### src/rtl/blob_sort_pkg.sv
package blob_sort_pkg;

	localparam int addr_w = 18;
	localparam int data_w = 32;
	localparam int slot_w = 8;
	localparam int rank_w = 2;
	localparam int num_ranks = 3;

	typedef logic [addr_w-1:0] ptr_t;

	// order matches the mode switch codes
	typedef enum logic [1:0] {
		size_biggest  = 2'd0,
		size_smallest = 2'd1,
		y_highest     = 2'd2,
		y_lowest      = 2'd3
	} sort_mode_t;

	// one stored key, read as a size or as a centroid pair
	typedef union packed {
		logic [15:0] size;
		struct packed {
			logic [7:0] x;
			logic [7:0] y;
		} xy;
	} rank_key_u;

	// word offsets inside one blob record
	localparam ptr_t rec_words = 18'd3;
	localparam ptr_t slot_word = 18'd0;
	localparam ptr_t blob_word = 18'd1;

	function automatic logic size_mode(sort_mode_t m);
		return (m == size_biggest) || (m == size_smallest);
	endfunction

	// color slot sits in the low byte of word 0
	function automatic logic [slot_w-1:0] slot_field(logic [data_w-1:0] w);
		return w[slot_w-1:0];
	endfunction

	// word 1 is x, y, size from the top down
	function automatic rank_key_u blob_key(logic [data_w-1:0] w, sort_mode_t m);
		rank_key_u k;
		if (size_mode(m)) begin
			k.size = w[15:0];
		end else begin
			k.xy.x = w[31:24];
			k.xy.y = w[23:16];
		end
		return k;
	endfunction

endpackage

### src/rtl/blob_fetch.sv
`timescale 1ns/100ps

module blob_fetch #(
	parameter int num_slots = 6,
	parameter blob_sort_pkg::ptr_t base_addr = 18'd200000
) (
	input  logic                                 clk,
	input  logic                                 rst_n,
	input  logic                                 run,
	input  blob_sort_pkg::sort_mode_t            mode,
	input  logic [15:0]                          blob_count,
	output logic                                 mem_req,
	output blob_sort_pkg::ptr_t                  mem_addr,
	input  logic                                 mem_ack,
	input  logic [blob_sort_pkg::data_w-1:0]     mem_rdata,
	output logic                                 fetch_done,
	output logic                                 cand_valid,
	output logic [blob_sort_pkg::slot_w-1:0]     cand_slot,
	output blob_sort_pkg::rank_key_u             cand_key,
	output blob_sort_pkg::ptr_t                  cand_ptr,
	input  logic                                 cand_take
);
	import blob_sort_pkg::*;

	localparam logic [1:0] f_next = 2'd0;
	localparam logic [1:0] f_slot = 2'd1;
	localparam logic [1:0] f_key = 2'd2;
	localparam logic [1:0] f_release = 2'd3;

	logic [1:0] state;
	logic [15:0] rec_cnt;
	ptr_t rec_addr;
	logic want_key;
	logic [slot_w-1:0] word_slot;
	logic slot_ok;

	assign word_slot = slot_field(mem_rdata);
	// slot 0 and slots past the table are not ranked
	assign slot_ok = (word_slot != '0) && (word_slot <= num_slots);

	always_ff @(posedge clk) begin
		if (!rst_n || !run) begin
			state <= f_next;
			mem_req <= 1'b0;
			rec_cnt <= '0;
			rec_addr <= base_addr;
			want_key <= 1'b0;
			fetch_done <= 1'b0;
			cand_valid <= 1'b0;
		end else begin
			if (cand_take) begin
				cand_valid <= 1'b0;
			end
			case (state)
				f_next: begin
					fetch_done <= (rec_cnt == blob_count) && !cand_valid;
					// a held candidate blocks the next record
					if (rec_cnt != blob_count && !mem_ack && (!cand_valid || cand_take)) begin
						mem_req <= 1'b1;
						mem_addr <= rec_addr + slot_word;
						state <= f_slot;
					end
				end
				f_slot: if (mem_ack) begin
					mem_req <= 1'b0;
					cand_slot <= word_slot;
					want_key <= slot_ok;
					if (!slot_ok) begin
						rec_addr <= rec_addr + rec_words;
						rec_cnt <= rec_cnt + 16'd1;
					end
					state <= f_release;
				end
				f_release: if (!mem_ack) begin
					if (want_key) begin
						mem_req <= 1'b1;
						mem_addr <= rec_addr + blob_word;
						state <= f_key;
					end else begin
						state <= f_next;
					end
				end
				default: if (mem_ack) begin
					mem_req <= 1'b0;
					cand_valid <= 1'b1;
					cand_key <= blob_key(mem_rdata, mode);
					cand_ptr <= rec_addr;
					rec_addr <= rec_addr + rec_words;
					rec_cnt <= rec_cnt + 16'd1;
					want_key <= 1'b0;
					state <= f_release;
				end
			endcase
		end
	end

endmodule

### src/rtl/rank_key_table.sv
`timescale 1ns/100ps

module rank_key_table #(
	parameter int num_slots = 6
) (
	input  logic                             clk,
	input  logic                             rst_n,
	input  logic                             clear,
	input  blob_sort_pkg::sort_mode_t        mode,
	input  logic [blob_sort_pkg::slot_w-1:0] cand_slot,
	input  blob_sort_pkg::rank_key_u         cand_key,
	input  logic                             ins_en,
	input  logic [blob_sort_pkg::slot_w-1:0] rd_slot,
	input  logic [blob_sort_pkg::rank_w-1:0] rd_rank,
	output logic [blob_sort_pkg::rank_w-1:0] ins_pos,
	output blob_sort_pkg::rank_key_u         rd_key,
	output logic                             rd_valid
);
	import blob_sort_pkg::*;

	rank_key_u key_q [1:num_slots][num_ranks];
	logic [num_ranks-1:0] vld_q [1:num_slots];
	logic cand_ok;
	logic rd_ok;

	// strict compare, equal keys never pass
	function automatic logic beats(rank_key_u cand, rank_key_u entry, sort_mode_t m);
		case (m)
			size_biggest: return cand.size > entry.size;
			size_smallest: return cand.size < entry.size;
			y_highest: return cand.xy.y > entry.xy.y;
			default: return cand.xy.y < entry.xy.y;
		endcase
	endfunction

	assign cand_ok = (cand_slot != '0) && (cand_slot <= num_slots);
	assign rd_ok = (rd_slot != '0) && (rd_slot <= num_slots) && (rd_rank < num_ranks);

	// best rank the candidate passes, num_ranks when none
	always_comb begin
		ins_pos = rank_w'(num_ranks);
		if (cand_ok) begin
			for (int r = num_ranks - 1; r >= 0; r--) begin
				if (!vld_q[cand_slot][r] || beats(cand_key, key_q[cand_slot][r], mode)) begin
					ins_pos = rank_w'(r);
				end
			end
		end
	end

	always_ff @(posedge clk) begin
		if (!rst_n || clear) begin
			for (int s = 1; s <= num_slots; s++) begin
				vld_q[s] <= '0;
			end
		end else if (ins_en) begin
			for (int r = 1; r < num_ranks; r++) begin
				if (r > ins_pos) begin
					vld_q[cand_slot][r] <= vld_q[cand_slot][r-1];
				end
			end
			vld_q[cand_slot][ins_pos] <= 1'b1;
		end
	end

	// worse entries slide down, the last one drops out
	always_ff @(posedge clk) begin
		if (ins_en) begin
			for (int r = 1; r < num_ranks; r++) begin
				if (r > ins_pos) begin
					key_q[cand_slot][r] <= key_q[cand_slot][r-1];
				end
			end
			key_q[cand_slot][ins_pos] <= cand_key;
		end
	end

	always_ff @(posedge clk) begin
		if (!rst_n) begin
			rd_valid <= 1'b0;
		end else begin
			rd_valid <= rd_ok && vld_q[rd_slot][rd_rank];
		end
	end

	always_ff @(posedge clk) begin
		rd_key <= rd_ok ? key_q[rd_slot][rd_rank] : '0;
	end

endmodule

### src/rtl/rank_pointer_table.sv
`timescale 1ns/100ps

module rank_pointer_table #(
	parameter int num_slots = 6
) (
	input  logic                             clk,
	input  logic                             rst_n,
	input  logic                             clear,
	input  logic [blob_sort_pkg::slot_w-1:0] cand_slot,
	input  blob_sort_pkg::ptr_t              cand_ptr,
	input  logic                             ins_en,
	input  logic [blob_sort_pkg::rank_w-1:0] ins_pos,
	input  logic [blob_sort_pkg::slot_w-1:0] rd_slot,
	input  logic [blob_sort_pkg::rank_w-1:0] rd_rank,
	output blob_sort_pkg::ptr_t              rd_ptr
);
	import blob_sort_pkg::*;

	ptr_t ptr_q [1:num_slots][num_ranks];
	logic rd_ok;

	assign rd_ok = (rd_slot != '0) && (rd_slot <= num_slots) && (rd_rank < num_ranks);

	// moves in lock step with the key table
	always_ff @(posedge clk) begin
		if (!rst_n || clear) begin
			for (int s = 1; s <= num_slots; s++) begin
				for (int r = 0; r < num_ranks; r++) begin
					ptr_q[s][r] <= '0;
				end
			end
		end else if (ins_en) begin
			for (int r = 1; r < num_ranks; r++) begin
				if (r > ins_pos) begin
					ptr_q[cand_slot][r] <= ptr_q[cand_slot][r-1];
				end
			end
			ptr_q[cand_slot][ins_pos] <= cand_ptr;
		end
	end

	always_ff @(posedge clk) begin
		rd_ptr <= rd_ok ? ptr_q[rd_slot][rd_rank] : '0;
	end

endmodule

### src/rtl/blob_sort_ctrl.sv
`timescale 1ns/100ps

module blob_sort_ctrl (
	input  logic                             clk,
	input  logic                             rst_n,
	input  logic                             start,
	input  blob_sort_pkg::sort_mode_t        sort_mode,
	input  logic                             fetch_done,
	input  logic                             cand_valid,
	input  logic [blob_sort_pkg::rank_w-1:0] ins_pos,
	input  blob_sort_pkg::rank_key_u         rd_key,
	input  logic                             rd_valid_raw,
	output logic                             run,
	output blob_sort_pkg::sort_mode_t        mode_q,
	output logic                             clear,
	output logic                             ins_en,
	output logic                             cand_take,
	output logic                             done,
	output logic                             rd_valid,
	output logic [15:0]                      rd_size,
	output logic [7:0]                       rd_x,
	output logic [7:0]                       rd_y
);
	import blob_sort_pkg::*;

	localparam logic [2:0] st_idle = 3'd0;
	localparam logic [2:0] st_clear = 3'd1;
	localparam logic [2:0] st_run = 3'd2;
	localparam logic [2:0] st_done = 3'd3;
	localparam logic [2:0] st_wait = 3'd4;

	logic [2:0] state;

	always_ff @(posedge clk) begin
		if (!rst_n) begin
			state <= st_idle;
			mode_q <= size_biggest;
		end else begin
			case (state)
				st_idle: if (start) begin
					mode_q <= sort_mode;
					state <= st_clear;
				end
				st_clear: state <= st_run;
				// start dropping early aborts the pass
				st_run: if (!start) begin
					state <= st_idle;
				end else if (fetch_done) begin
					state <= st_done;
				end
				st_done: state <= start ? st_wait : st_idle;
				st_wait: if (!start) begin
					state <= st_idle;
				end
				default: state <= st_idle;
			endcase
		end
	end

	assign run = (state == st_run);
	assign clear = (state == st_clear);
	assign done = (state == st_done) || (state == st_wait);
	// every candidate is consumed the cycle it shows up
	assign cand_take = run && cand_valid;
	assign ins_en = cand_take && (ins_pos < num_ranks);

	// fields that the mode did not store read back as zero
	assign rd_valid = rd_valid_raw;
	assign rd_size = (rd_valid_raw && size_mode(mode_q)) ? rd_key.size : '0;
	assign rd_x = (rd_valid_raw && !size_mode(mode_q)) ? rd_key.xy.x : '0;
	assign rd_y = (rd_valid_raw && !size_mode(mode_q)) ? rd_key.xy.y : '0;

endmodule

### src/rtl/blob_sorting.sv
`timescale 1ns/100ps

module blob_sorting #(
	parameter int num_slots = 6,
	parameter blob_sort_pkg::ptr_t base_addr = 18'd200000
) (
	input  logic                             clk,
	input  logic                             rst_n,
	input  logic                             start,
	input  blob_sort_pkg::sort_mode_t        sort_mode,
	input  logic [15:0]                      blob_count,
	output logic                             done,
	output logic                             mem_req,
	output blob_sort_pkg::ptr_t              mem_addr,
	input  logic                             mem_ack,
	input  logic [blob_sort_pkg::data_w-1:0] mem_rdata,
	input  logic [blob_sort_pkg::slot_w-1:0] rd_slot,
	input  logic [blob_sort_pkg::rank_w-1:0] rd_rank,
	output logic                             rd_valid,
	output logic [15:0]                      rd_size,
	output logic [7:0]                       rd_x,
	output logic [7:0]                       rd_y,
	output blob_sort_pkg::ptr_t              rd_ptr
);
	import blob_sort_pkg::*;

	logic run;
	logic clear;
	logic fetch_done;
	logic cand_valid;
	logic cand_take;
	logic ins_en;
	logic rd_valid_raw;
	logic [slot_w-1:0] cand_slot;
	logic [rank_w-1:0] ins_pos;
	sort_mode_t mode_q;
	rank_key_u cand_key;
	rank_key_u rd_key;
	ptr_t cand_ptr;

	blob_fetch #(
		.num_slots (num_slots),
		.base_addr (base_addr)
	) u_fetch (
		.clk        (clk),
		.rst_n      (rst_n),
		.run        (run),
		.mode       (mode_q),
		.blob_count (blob_count),
		.mem_req    (mem_req),
		.mem_addr   (mem_addr),
		.mem_ack    (mem_ack),
		.mem_rdata  (mem_rdata),
		.fetch_done (fetch_done),
		.cand_valid (cand_valid),
		.cand_slot  (cand_slot),
		.cand_key   (cand_key),
		.cand_ptr   (cand_ptr),
		.cand_take  (cand_take)
	);

	rank_key_table #(
		.num_slots (num_slots)
	) u_keys (
		.clk       (clk),
		.rst_n     (rst_n),
		.clear     (clear),
		.mode      (mode_q),
		.cand_slot (cand_slot),
		.cand_key  (cand_key),
		.ins_en    (ins_en),
		.rd_slot   (rd_slot),
		.rd_rank   (rd_rank),
		.ins_pos   (ins_pos),
		.rd_key    (rd_key),
		.rd_valid  (rd_valid_raw)
	);

	rank_pointer_table #(
		.num_slots (num_slots)
	) u_ptrs (
		.clk       (clk),
		.rst_n     (rst_n),
		.clear     (clear),
		.cand_slot (cand_slot),
		.cand_ptr  (cand_ptr),
		.ins_en    (ins_en),
		.ins_pos   (ins_pos),
		.rd_slot   (rd_slot),
		.rd_rank   (rd_rank),
		.rd_ptr    (rd_ptr)
	);

	blob_sort_ctrl u_ctrl (
		.clk          (clk),
		.rst_n        (rst_n),
		.start        (start),
		.sort_mode    (sort_mode),
		.fetch_done   (fetch_done),
		.cand_valid   (cand_valid),
		.ins_pos      (ins_pos),
		.rd_key       (rd_key),
		.rd_valid_raw (rd_valid_raw),
		.run          (run),
		.mode_q       (mode_q),
		.clear        (clear),
		.ins_en       (ins_en),
		.cand_take    (cand_take),
		.done         (done),
		.rd_valid     (rd_valid),
		.rd_size      (rd_size),
		.rd_x         (rd_x),
		.rd_y         (rd_y)
	);

endmodule

### config.mk
export PLATFORM = sky130hd
export DESIGN_NAME = blob_sorting
export DESIGN_NICKNAME = d
export VERILOG_FILES = /design/src/rtl/blob_sort_pkg.sv /design/src/rtl/blob_fetch.sv /design/src/rtl/rank_key_table.sv /design/src/rtl/rank_pointer_table.sv /design/src/rtl/blob_sort_ctrl.sv /design/src/rtl/blob_sorting.sv
export SDC_FILE = /design/constraint.sdc
export NUM_CORES = 1
export LEC_CHECK = 0
export ABC_AREA = 1
export CORE_ASPECT_RATIO = 1.1
export CORE_MARGIN = 1
export CORE_UTILIZATION = 40
export CTS_BUF_LIST = sky130_fd_sc_hd__clkbuf_4 sky130_fd_sc_hd__clkbuf_8
export CTS_CLUSTER_DIAMETER = 30
export DETAILED_ROUTE_END_ITERATION = 7
export DONT_BUFFER_PORTS = 1
export PLACE_DENSITY = 0.62
export SETUP_SLACK_MARGIN = 0.05
export SLEW_MARGIN = 20
export SYNTH_ARGS = -nofsm -noshare
export SYNTH_HDL_FRONTEND = slang
export SYNTH_HIERARCHICAL = 1
export SYNTH_SLANG_ARGS = --single-unit
### constraint.sdc
create_clock -name clk -period 7.2 [get_ports clk]
set_input_delay 0.72 -clock clk [delete_from_list [all_inputs] [get_ports clk]]
set_output_delay 0.72 -clock clk [all_outputs]
set_load 0.005 [all_outputs]
==> results of run 1 <==
[power by group through the flow]
| stage | combinational [W] | sequential [W] | clock (W) |
|---|---|---|---|
| 2_1_floorplan | 0.000417 | 0.00579 | 0 |
| 3_3_place_gp | 0.000557 | 0.00580 | 0 |
| 3_5_place_dp | 0.000564 | 0.00581 | 0 |
| 4_1_cts | 0.000589 | 0.00570 | 0.00640 |
| 5_1_grt | 0.000653 | 0.00571 | 0.00667 |
| 6_report | 0.000604 | 0.00570 | 0.00633 |
[worst max-delay path, stage by stage, from the launching register on]
cell                        delay (ns)
sky130_fd_sc_hd__edfxtp_1         0.74
sky130_fd_sc_hd__inv_2            0.09
sky130_fd_sc_hd__nand3_1          0.54
sky130_fd_sc_hd__inv_2            0.07
sky130_fd_sc_hd__buf_4            0.24
sky130_fd_sc_hd__nand2_1          0.08
sky130_fd_sc_hd__o21ai_0          0.10
sky130_fd_sc_hd__a2111oi_0        0.60
sky130_fd_sc_hd__ha_1             0.37
sky130_fd_sc_hd__a21oi_1          0.14
sky130_fd_sc_hd__o21ai_0          0.11
sky130_fd_sc_hd__a21oi_1          0.28
sky130_fd_sc_hd__nand3_1          0.12
sky130_fd_sc_hd__nand3_1          0.14
sky130_fd_sc_hd__nor2_4           0.06
sky130_fd_sc_hd__nand2_2          0.11
sky130_fd_sc_hd__nand2_1          0.21
sky130_fd_sc_hd__a211oi_1         0.47
sky130_fd_sc_hd__nand2_1          0.19
sky130_fd_sc_hd__nor2_2           0.23
sky130_fd_sc_hd__inv_2            0.15
sky130_fd_sc_hd__nor2_2           0.16
sky130_fd_sc_hd__inv_2            0.21
sky130_fd_sc_hd__nand2_1          0.40
sky130_fd_sc_hd__buf_12           0.21
[cells in the final DEF, fill, tap and decap left out, types with 30 or more instances in the layout]
cell type	instances
sky130_fd_sc_hd__buf_4	100
sky130_fd_sc_hd__nand3_1	344
sky130_fd_sc_hd__clkbuf_4	36
sky130_fd_sc_hd__a21oi_1	258
sky130_fd_sc_hd__clkbuf_8	207
sky130_fd_sc_hd__nor2_1	746
sky130_fd_sc_hd__dlygate4sd3_1	38
sky130_fd_sc_hd__inv_1	635
sky130_fd_sc_hd__o221ai_1	30
sky130_fd_sc_hd__nand2_2	32
sky130_fd_sc_hd__o211ai_1	88
sky130_fd_sc_hd__o22ai_1	97
sky130_fd_sc_hd__nand2_1	923
sky130_fd_sc_hd__edfxtp_1	796
sky130_fd_sc_hd__a211oi_1	32
sky130_fd_sc_hd__o21ai_0	294
sky130_fd_sc_hd__clkinv_2	35
sky130_fd_sc_hd__inv_2	45
sky130_fd_sc_hd__ha_1	56
sky130_fd_sc_hd__dfxtp_1	88
[per-stage QoR]
stage,hold WS [ns],utilization (%),power (W)
after floorplan,0.408,-,0.00621
after global placement,0.361,42.0,0.00636
after detailed placement,0.364,42.0,0.00637
after CTS,0.00234,46.5,0.0127
after global routing,0.0191,46.5,0.0130
final,0.0706,46.5,0.0126
[area by class of cell]
class,count,area (um2)
flip-flops and latches,884,25700
fillers,10300,58600
clock buffers,243,3120
multi-input cells,3108,15100
clock inverters,127,1440
inverters,686,2580
diodes,2,5.00
well taps,1419,1780
repair buffers,145,1280
[synth_stat cells, drive strengths merged (2+ instances only)]
cell type / number
nand2: 956
edfxtp: 796
nor2: 775
inv: 679
nand3: 354
o21ai: 318
a21oi: 260
buf: 125
clkbuf: 125
o22ai: 97
o211ai: 90
dfxtp: 88
ha: 56
a211oi: 32
nor3: 32
o221ai: 30
nand4: 21
xor2: 21
mux2: 12
nor4: 10
a2111oi: 7
a22oi: 7
clkinv: 7
a22o: 3
a31oi: 3
xnor2: 3
a21o: 2
o21a: 2
o2bb2ai: 2
or2: 2
[worst min path at each step]
| stage | from | endpoint | cells after the start |
|---|---|---|---|
| final | rd_slot[2] | u_ptrs/rd_ptr[1] | 3 |
| after global routing | mem_rdata[6] | u_fetch/cand_key[6] | 1 |
| after CTS | rd_slot[2] | u_ptrs/rd_ptr[1] | 3 |
| after detailed placement | u_keys/vld_q[7][0] | u_keys/vld_q[7][0] | 0 |
| after global placement | u_keys/vld_q[0][0] | u_keys/vld_q[0][0] | 0 |
| after floorplan | u_fetch/rec_addr[16] | u_fetch/cand_ptr[16] | 0 |
[metal layers]
layer | vias up | GRT usage (%) | wire, um
met1 | 17600 | 32.8 | 57400
met4 | 0 | 13.1 | 6840
met3 | 435 | 5.42 | 15000
met2 | 2157 | 43.5 | 70500
met5 | - | 0 | 0
li1 | 16800 | - | -
[repair_timing]
action | 4_1_cts | 5_1_grt
buffers inserted | 0 | 0
hold endpoints to repair | 29 | 0
hold buffers | 38 | 0
gates resized for setup | 0 | 0
[logic make-up after synthesis]
family | count (synthesis) | synth area share (%)
compound gates | 858 | 11.2
xor+xnor | 24 | 0.490
fa+ha+maj | 56 | 1.58
buf+inv | 936 | 8.38
flops | 884 | 57.8
mux | 12 | 0.304
other cells | 1 | 0.00844
simple gates | 2154 | 20.3
[state kept, by name, indices dropped and copies added (netlist names), 18 cells and up]
signal and count:
u_fetch/mem_addr 18, u_fetch/cand_ptr 18, u_keys/vld_q 24, u_ptrs/rd_ptr 18
u_ptrs/ptr_q 432, u_fetch/rec_addr 18, u_keys/key_q 288
==> impl_metrics.ini, run 1 <==
[timing]
final_min_period_over_clock_period_pct = 88.5
finClkSkew_ns = 0.0760
setup_viol = 0
timing_worst_slew_pin_value_ns = 1.24
grt_setup_unrepaired = false
min_period_ns = 6.37
max_clock_freq_ghz = 0.157
maxSlewViolCount = 0
setup_tns_ns = 0
tightest_slew_margin_relative_to_the_limit_pct = 17.3
layout_setup_ws_ns = 0.827
report.final.hold_viol_count = 0

[detailed_routing]
detail_route.wl_per_cell_um = 22.6
detail_route.vias_per_cell = 5.59
finalWirelength_um = 150000
dr_total_vias = 37000
drt_iter0_drc = 4486
first_pass_iters = 6
remaining_drc_errors = 0
ant_nets = 0

[grt]
pin_count_of_the_biggest_net_entering_global_routing = 381
global_route.usage.total_pct = 26.3
antenna_violations_before_repair = 2
overflow = 0
grt_pass1_wl_um = 221000
via_count_of_the_first_global_routing_pass = 35200

[power_and_ir_drop]
comb_power_share_pct = 4.8
p_switching_w = 0.00299
power.share.sequential_pct = 45.1
max-vdd-ir-drop_uv = 172
power_per_cell_area_nw_per_um2 = 248
cellLeakagePower_nw = 20.4
clock_power_share_pct = 50.1
cell_internal_pwr_w = 0.00965
power.switching_fraction_pct = 23.7

[setup_path]
path_max_fanout = 19
timing.critical_path.from_type = register
worst_path_arrival_ns = 6.98
critical_register_to_register_path_endpoint = u_ptrs/ptr_q[1][29]
reg2reg_depth = 24
setup.worst_path.end_class = register
worst_r2r_startpoint = u_fetch/cand_slot[2]
worstSetupEndpoint = u_ptrs/ptr_q[1][29]
rrSetupSlack_ns = 0.83
setup.worst_path.class = reg -> reg
worstPathRequired_ns = 7.81
critPathLaunch = u_fetch/cand_slot[2]

[cts]
ctsHtreeMaxLevel = 4
cts_root_buf = sky130_fd_sc_hd__clkbuf_8
cts_inserted_buffers = 195
clock_pin_slew_worst_setup_and_hold_paths_ns = 0.05
clk_latency_ns = 0.94
cts-root-to-sink-buffers = 3
cts_num_sinks = 884
cts_tree = built

[yosys]
netlist_area_um2 = 44400
netlist.top_cell.by_area = sky130_fd_sc_hd__edfxtp_1
synth_edf_count = 796
yosysSeqAreaShare_pct = 57.8
synth.ff_latch_count = 884
synthDistinctLibCells = 62
netlist.area_leader.share_pct = 53.8
synthesis.area_per_instance_um2 = 9.02
async_flop_share_pct = 0
netlist_instances = 4925
synth_area_leaders = sky130_fd_sc_hd__edfxtp_1 54%, sky130_fd_sc_hd__nand2_1 7.8%, sky130_fd_sc_hd__nor2_1 6.4%, sky130_fd_sc_hd__inv_1 5.4%, sky130_fd_sc_hd__dfxtp_1 4.0%
synth-warning-count = 6
most_used_flip_flop_cell_after_synthesis = sky130_fd_sc_hd__edfxtp_1

[min_path]
worstHoldPathType = in -> reg

[floorplanning]
core_area_um2 = 109000
ioPinCount = 135
floorplan.die.height_um = 351
dieArea_um2 = 112000
chipWidth_um = 320
initial_core_util_pct = 40.6
rows = 127

[layout]
cell_area_after_layout_um2 = 50900
fraction_of_layout_instances_using_a_drive_strength_above_1_pct = 11.7
fin_cells = 6614
synthToLayoutAreaGrowth_pct = 14.7
final_nets = 5140

[status]
status = finished clean

[place]
dp.final_hpwl_um = 90700
place_ws_ns = 1.04
instance_count_after_placement_with_tap_cells_included = 6203
io_buffers = 0
post_place_cell_area_um2 = 46000
gp_congestion = 0.924

[flow_run]
drv_cap = 0
Power figures use the tool's default switching activity.
==> run 2: changes to the inputs <==
--- a/config.mk
+++ b/config.mk
@@ -6,6 +6,8 @@
 export NUM_CORES = 1
 export LEC_CHECK = 0
 export ABC_AREA = 1
+export CELL_PAD_IN_SITES_DETAIL_PLACEMENT = 0
+export CELL_PAD_IN_SITES_GLOBAL_PLACEMENT = 1
 export CORE_ASPECT_RATIO = 1.1
 export CORE_MARGIN = 1
 export CORE_UTILIZATION = 40
@@ -13,7 +15,7 @@
 export CTS_CLUSTER_DIAMETER = 30
 export DETAILED_ROUTE_END_ITERATION = 7
 export DONT_BUFFER_PORTS = 1
-export PLACE_DENSITY = 0.62
+export PLACE_DENSITY = 0.74
 export SETUP_SLACK_MARGIN = 0.05
 export SLEW_MARGIN = 20
 export SYNTH_ARGS = -nofsm -noshare
==> run 2 against run 1 <==
  * Fmax shrank 2.4%
  * Largest power group unchanged
  * Via count shrank 1.4%
  * Utilization up 0.16 points
  * Sequential power hardly changed
==> impl_metrics.ini, run 2 (synthesis results as in run 1) <==
[layout]
seqCellArea_um2 = 25700
largest_registers = u_ptrs/ptr_q (432), u_keys/key_q (288), u_keys/vld_q (24)
synthToLayoutAreaGrowth_pct = 15.1
layout_common_cells = 923 x sky130_fd_sc_hd__nand2_1, 796 x sky130_fd_sc_hd__edfxtp_1, 745 x sky130_fd_sc_hd__nor2_1, 635 x sky130_fd_sc_hd__inv_1, 344 x sky130_fd_sc_hd__nand3_1
largest_reg_flops = 432
most_common_cell_after_layout_fill_and_taps_aside = sky130_fd_sc_hd__nand2_1
fraction_of_layout_instances_using_a_drive_strength_above_1_pct = 11.9
layout.filler_cells = 10400
registers.top_by_ff_count = u_ptrs/ptr_q
combined_area_of_the_multi_input_logic_cells_um2 = 15100
cell_area_after_layout_um2 = 51100
final_nets = 5131

[cts]
cts_root_buf = sky130_fd_sc_hd__clkbuf_8
clock_pin_slew_worst_setup_and_hold_paths_ns = 0.06
clk_latency_ns = 0.90
post-cts-setup-buffer-count = 0
ctsHtreeMaxLevel = 4
cts_tree = built
cts_inserted_buffers = 199
cts-root-to-sink-buffers = 3
cts_resized = 0
cts_num_sinks = 884

[power_and_ir_drop]
cellLeakagePower_nw = 20.4
max-vdd-ir-drop_uv = 168
power_per_cell_area_nw_per_um2 = 256

[grt]
overflow = 0
pin_count_of_the_biggest_net_entering_global_routing = 381
grt_pass1_wl_um = 223000
top_usage_layer = met2
grt.met1_usage_pct = 33.1
via_count_of_the_first_global_routing_pass = 34600
use_met3_pct = 4.90
antenna_violations_before_repair = 4
global_route.usage.total_pct = 27.0
gr-usage-met2_pct = 46.1

[detailed_routing]
detail_route.wl_per_cell_um = 23.3
detail_route.vias_per_cell = 5.52
finalWirelength_um = 154000
remaining_drc_errors = 0
dr_total_vias = 36500
first_pass_iters = 6
ant_nets = 0
drt_iter0_drc = 3786

[timing]
max_clock_freq_ghz = 0.153
report.final.hold_viol_count = 0
tightest_slew_margin_relative_to_the_limit_pct = 22.3
finClkSkew_ns = 0.0693
final_min_period_over_clock_period_pct = 90.7
setup_viol = 0
maxSlewViolCount = 0
timing_worst_slew_pin_value_ns = 1.16
grt_setup_unrepaired = false
setup_tns_ns = 0
min_period_ns = 6.53

[setup_path]
worst_r2r_startpoint = u_fetch/cand_slot[1]
reg2reg_depth = 24
critical_register_to_register_path_endpoint = u_ptrs/ptr_q[3][32]
setup.worst_path.end_class = register
critPathLaunch = u_fetch/cand_slot[1]
worstPathRequired_ns = 7.68
worstSetupEndpoint = u_ptrs/ptr_q[3][32]
path_max_fanout = 30
worst_path_arrival_ns = 7.01
rrSetupSlack_ns = 0.67
setup.worst_path.class = reg -> reg
timing.critical_path.from_type = register

[status]
status = finished clean

[floorplanning]
core_area_um2 = 109000
ioPinCount = 135
rows = 127
initial_core_util_pct = 40.6
floorplan.die.height_um = 351
chipWidth_um = 320
dieArea_um2 = 112000

[place]
gp_congestion = 0.888
io_buffers = 0
dp.final_hpwl_um = 95100
post_place_cell_area_um2 = 45900

[min_path]
worstHoldPathType = in -> reg

[flow_run]
drv_cap = 0
## run 2: cell count changes in the layout (fill, tap and decap cells not counted), sizes merged
cell	before	now
clkbuf	243	238
buf	107	102
clkinvlp	18	26
diode	2	1
inv	695	701
dlygate4sd3	38	30
clkinv	76	66
bufinv	24	35
## run 2: routing by layer
layer | share of wire [%] | up-vias
met4 | 4.4 | 4
li1 | - | 16800
met1 | 39 | 17600
met3 | 8.4 | 365
met5 | 0.018 | -
met2 | 49 | 1777
## run 2: how the worst min path moves through the flow
stage                           end  cells past startpoint                 start  slack (ns)
6_report        u_fetch/cand_key[2]                      2         mem_rdata[18]        0.08
5_1_grt         u_fetch/cand_key[5]                      1          mem_rdata[5]        0.04
4_1_cts             u_ctrl/state[0]                      2                 rst_n       0.003
3_5_place_dp     u_keys/vld_q[7][0]                      0    u_keys/vld_q[7][0]        0.36
3_3_place_gp     u_keys/vld_q[7][0]                      0    u_keys/vld_q[7][0]        0.36
2_1_floorplan  u_fetch/cand_ptr[16]                      0  u_fetch/rec_addr[16]        0.41
## run 2: worst max-delay path: stages, from the launching register on
cell,delay [ns]
sky130_fd_sc_hd__edfxtp_1,0.64
sky130_fd_sc_hd__nand2_1,0.64
sky130_fd_sc_hd__buf_12,0.32
sky130_fd_sc_hd__o21ai_0,0.10
sky130_fd_sc_hd__a2111oi_0,0.74
sky130_fd_sc_hd__ha_1,0.38
sky130_fd_sc_hd__a21oi_1,0.14
sky130_fd_sc_hd__o21ai_0,0.10
sky130_fd_sc_hd__a21oi_1,0.27
sky130_fd_sc_hd__nand2_1,0.10
sky130_fd_sc_hd__nand2_1,0.06
sky130_fd_sc_hd__nand3_1,0.11
sky130_fd_sc_hd__nor2_4,0.15
sky130_fd_sc_hd__nand2_1,0.06
sky130_fd_sc_hd__nand2_1,0.13
sky130_fd_sc_hd__nand2_2,0.23
sky130_fd_sc_hd__a211oi_1,0.30
sky130_fd_sc_hd__buf_4,0.19
sky130_fd_sc_hd__nand2_1,0.12
sky130_fd_sc_hd__nor2_2,0.21
sky130_fd_sc_hd__inv_2,0.15
sky130_fd_sc_hd__nor2_2,0.15
sky130_fd_sc_hd__inv_2,0.26
sky130_fd_sc_hd__nand2_1,0.13
sky130_fd_sc_hd__buf_4,0.38
## run 2: power by group
group          total [W]  internal, W  switching [W]
Sequential       0.00571      0.00567      0.0000444
Combinational   0.000596     0.000178       0.000418
Clock            0.00676      0.00418        0.00258
Total             0.0131       0.0100        0.00304
## run 2: cell type report
type	count	area share (%)
Sequential cell	884	50.2
Tap cell	1419	3.47
Multi-Input combinational cell	3108	29.5
Clock buffer	238	6.03
Timing Repair Buffer	132	2.21
Antenna cell	1	0.00490
Clock inverter	142	3.51
Inverter	686	5.05
## run 2: metrics by stage
stage                     std cells  power [W]  util [%]  hold WS [ns]  setup slack [ns]
after floorplan                4928    0.00621         -         0.408              1.72
after global placement         6199    0.00638      41.9         0.363             0.870
after detailed placement       6199    0.00638      42.0         0.360             0.830
after CTS                      6609     0.0132      46.7       0.00268             0.774
after global routing           6610     0.0135      46.7        0.0398             0.389
final                          6610     0.0131      46.7        0.0759             0.670
## run 2: what timing repair did
item | 4_1_cts | 5_1_grt
hold buffers | 30 | 0
setup endpoints to repair | 0 | 0
hold endpoints to repair | 24 | 0
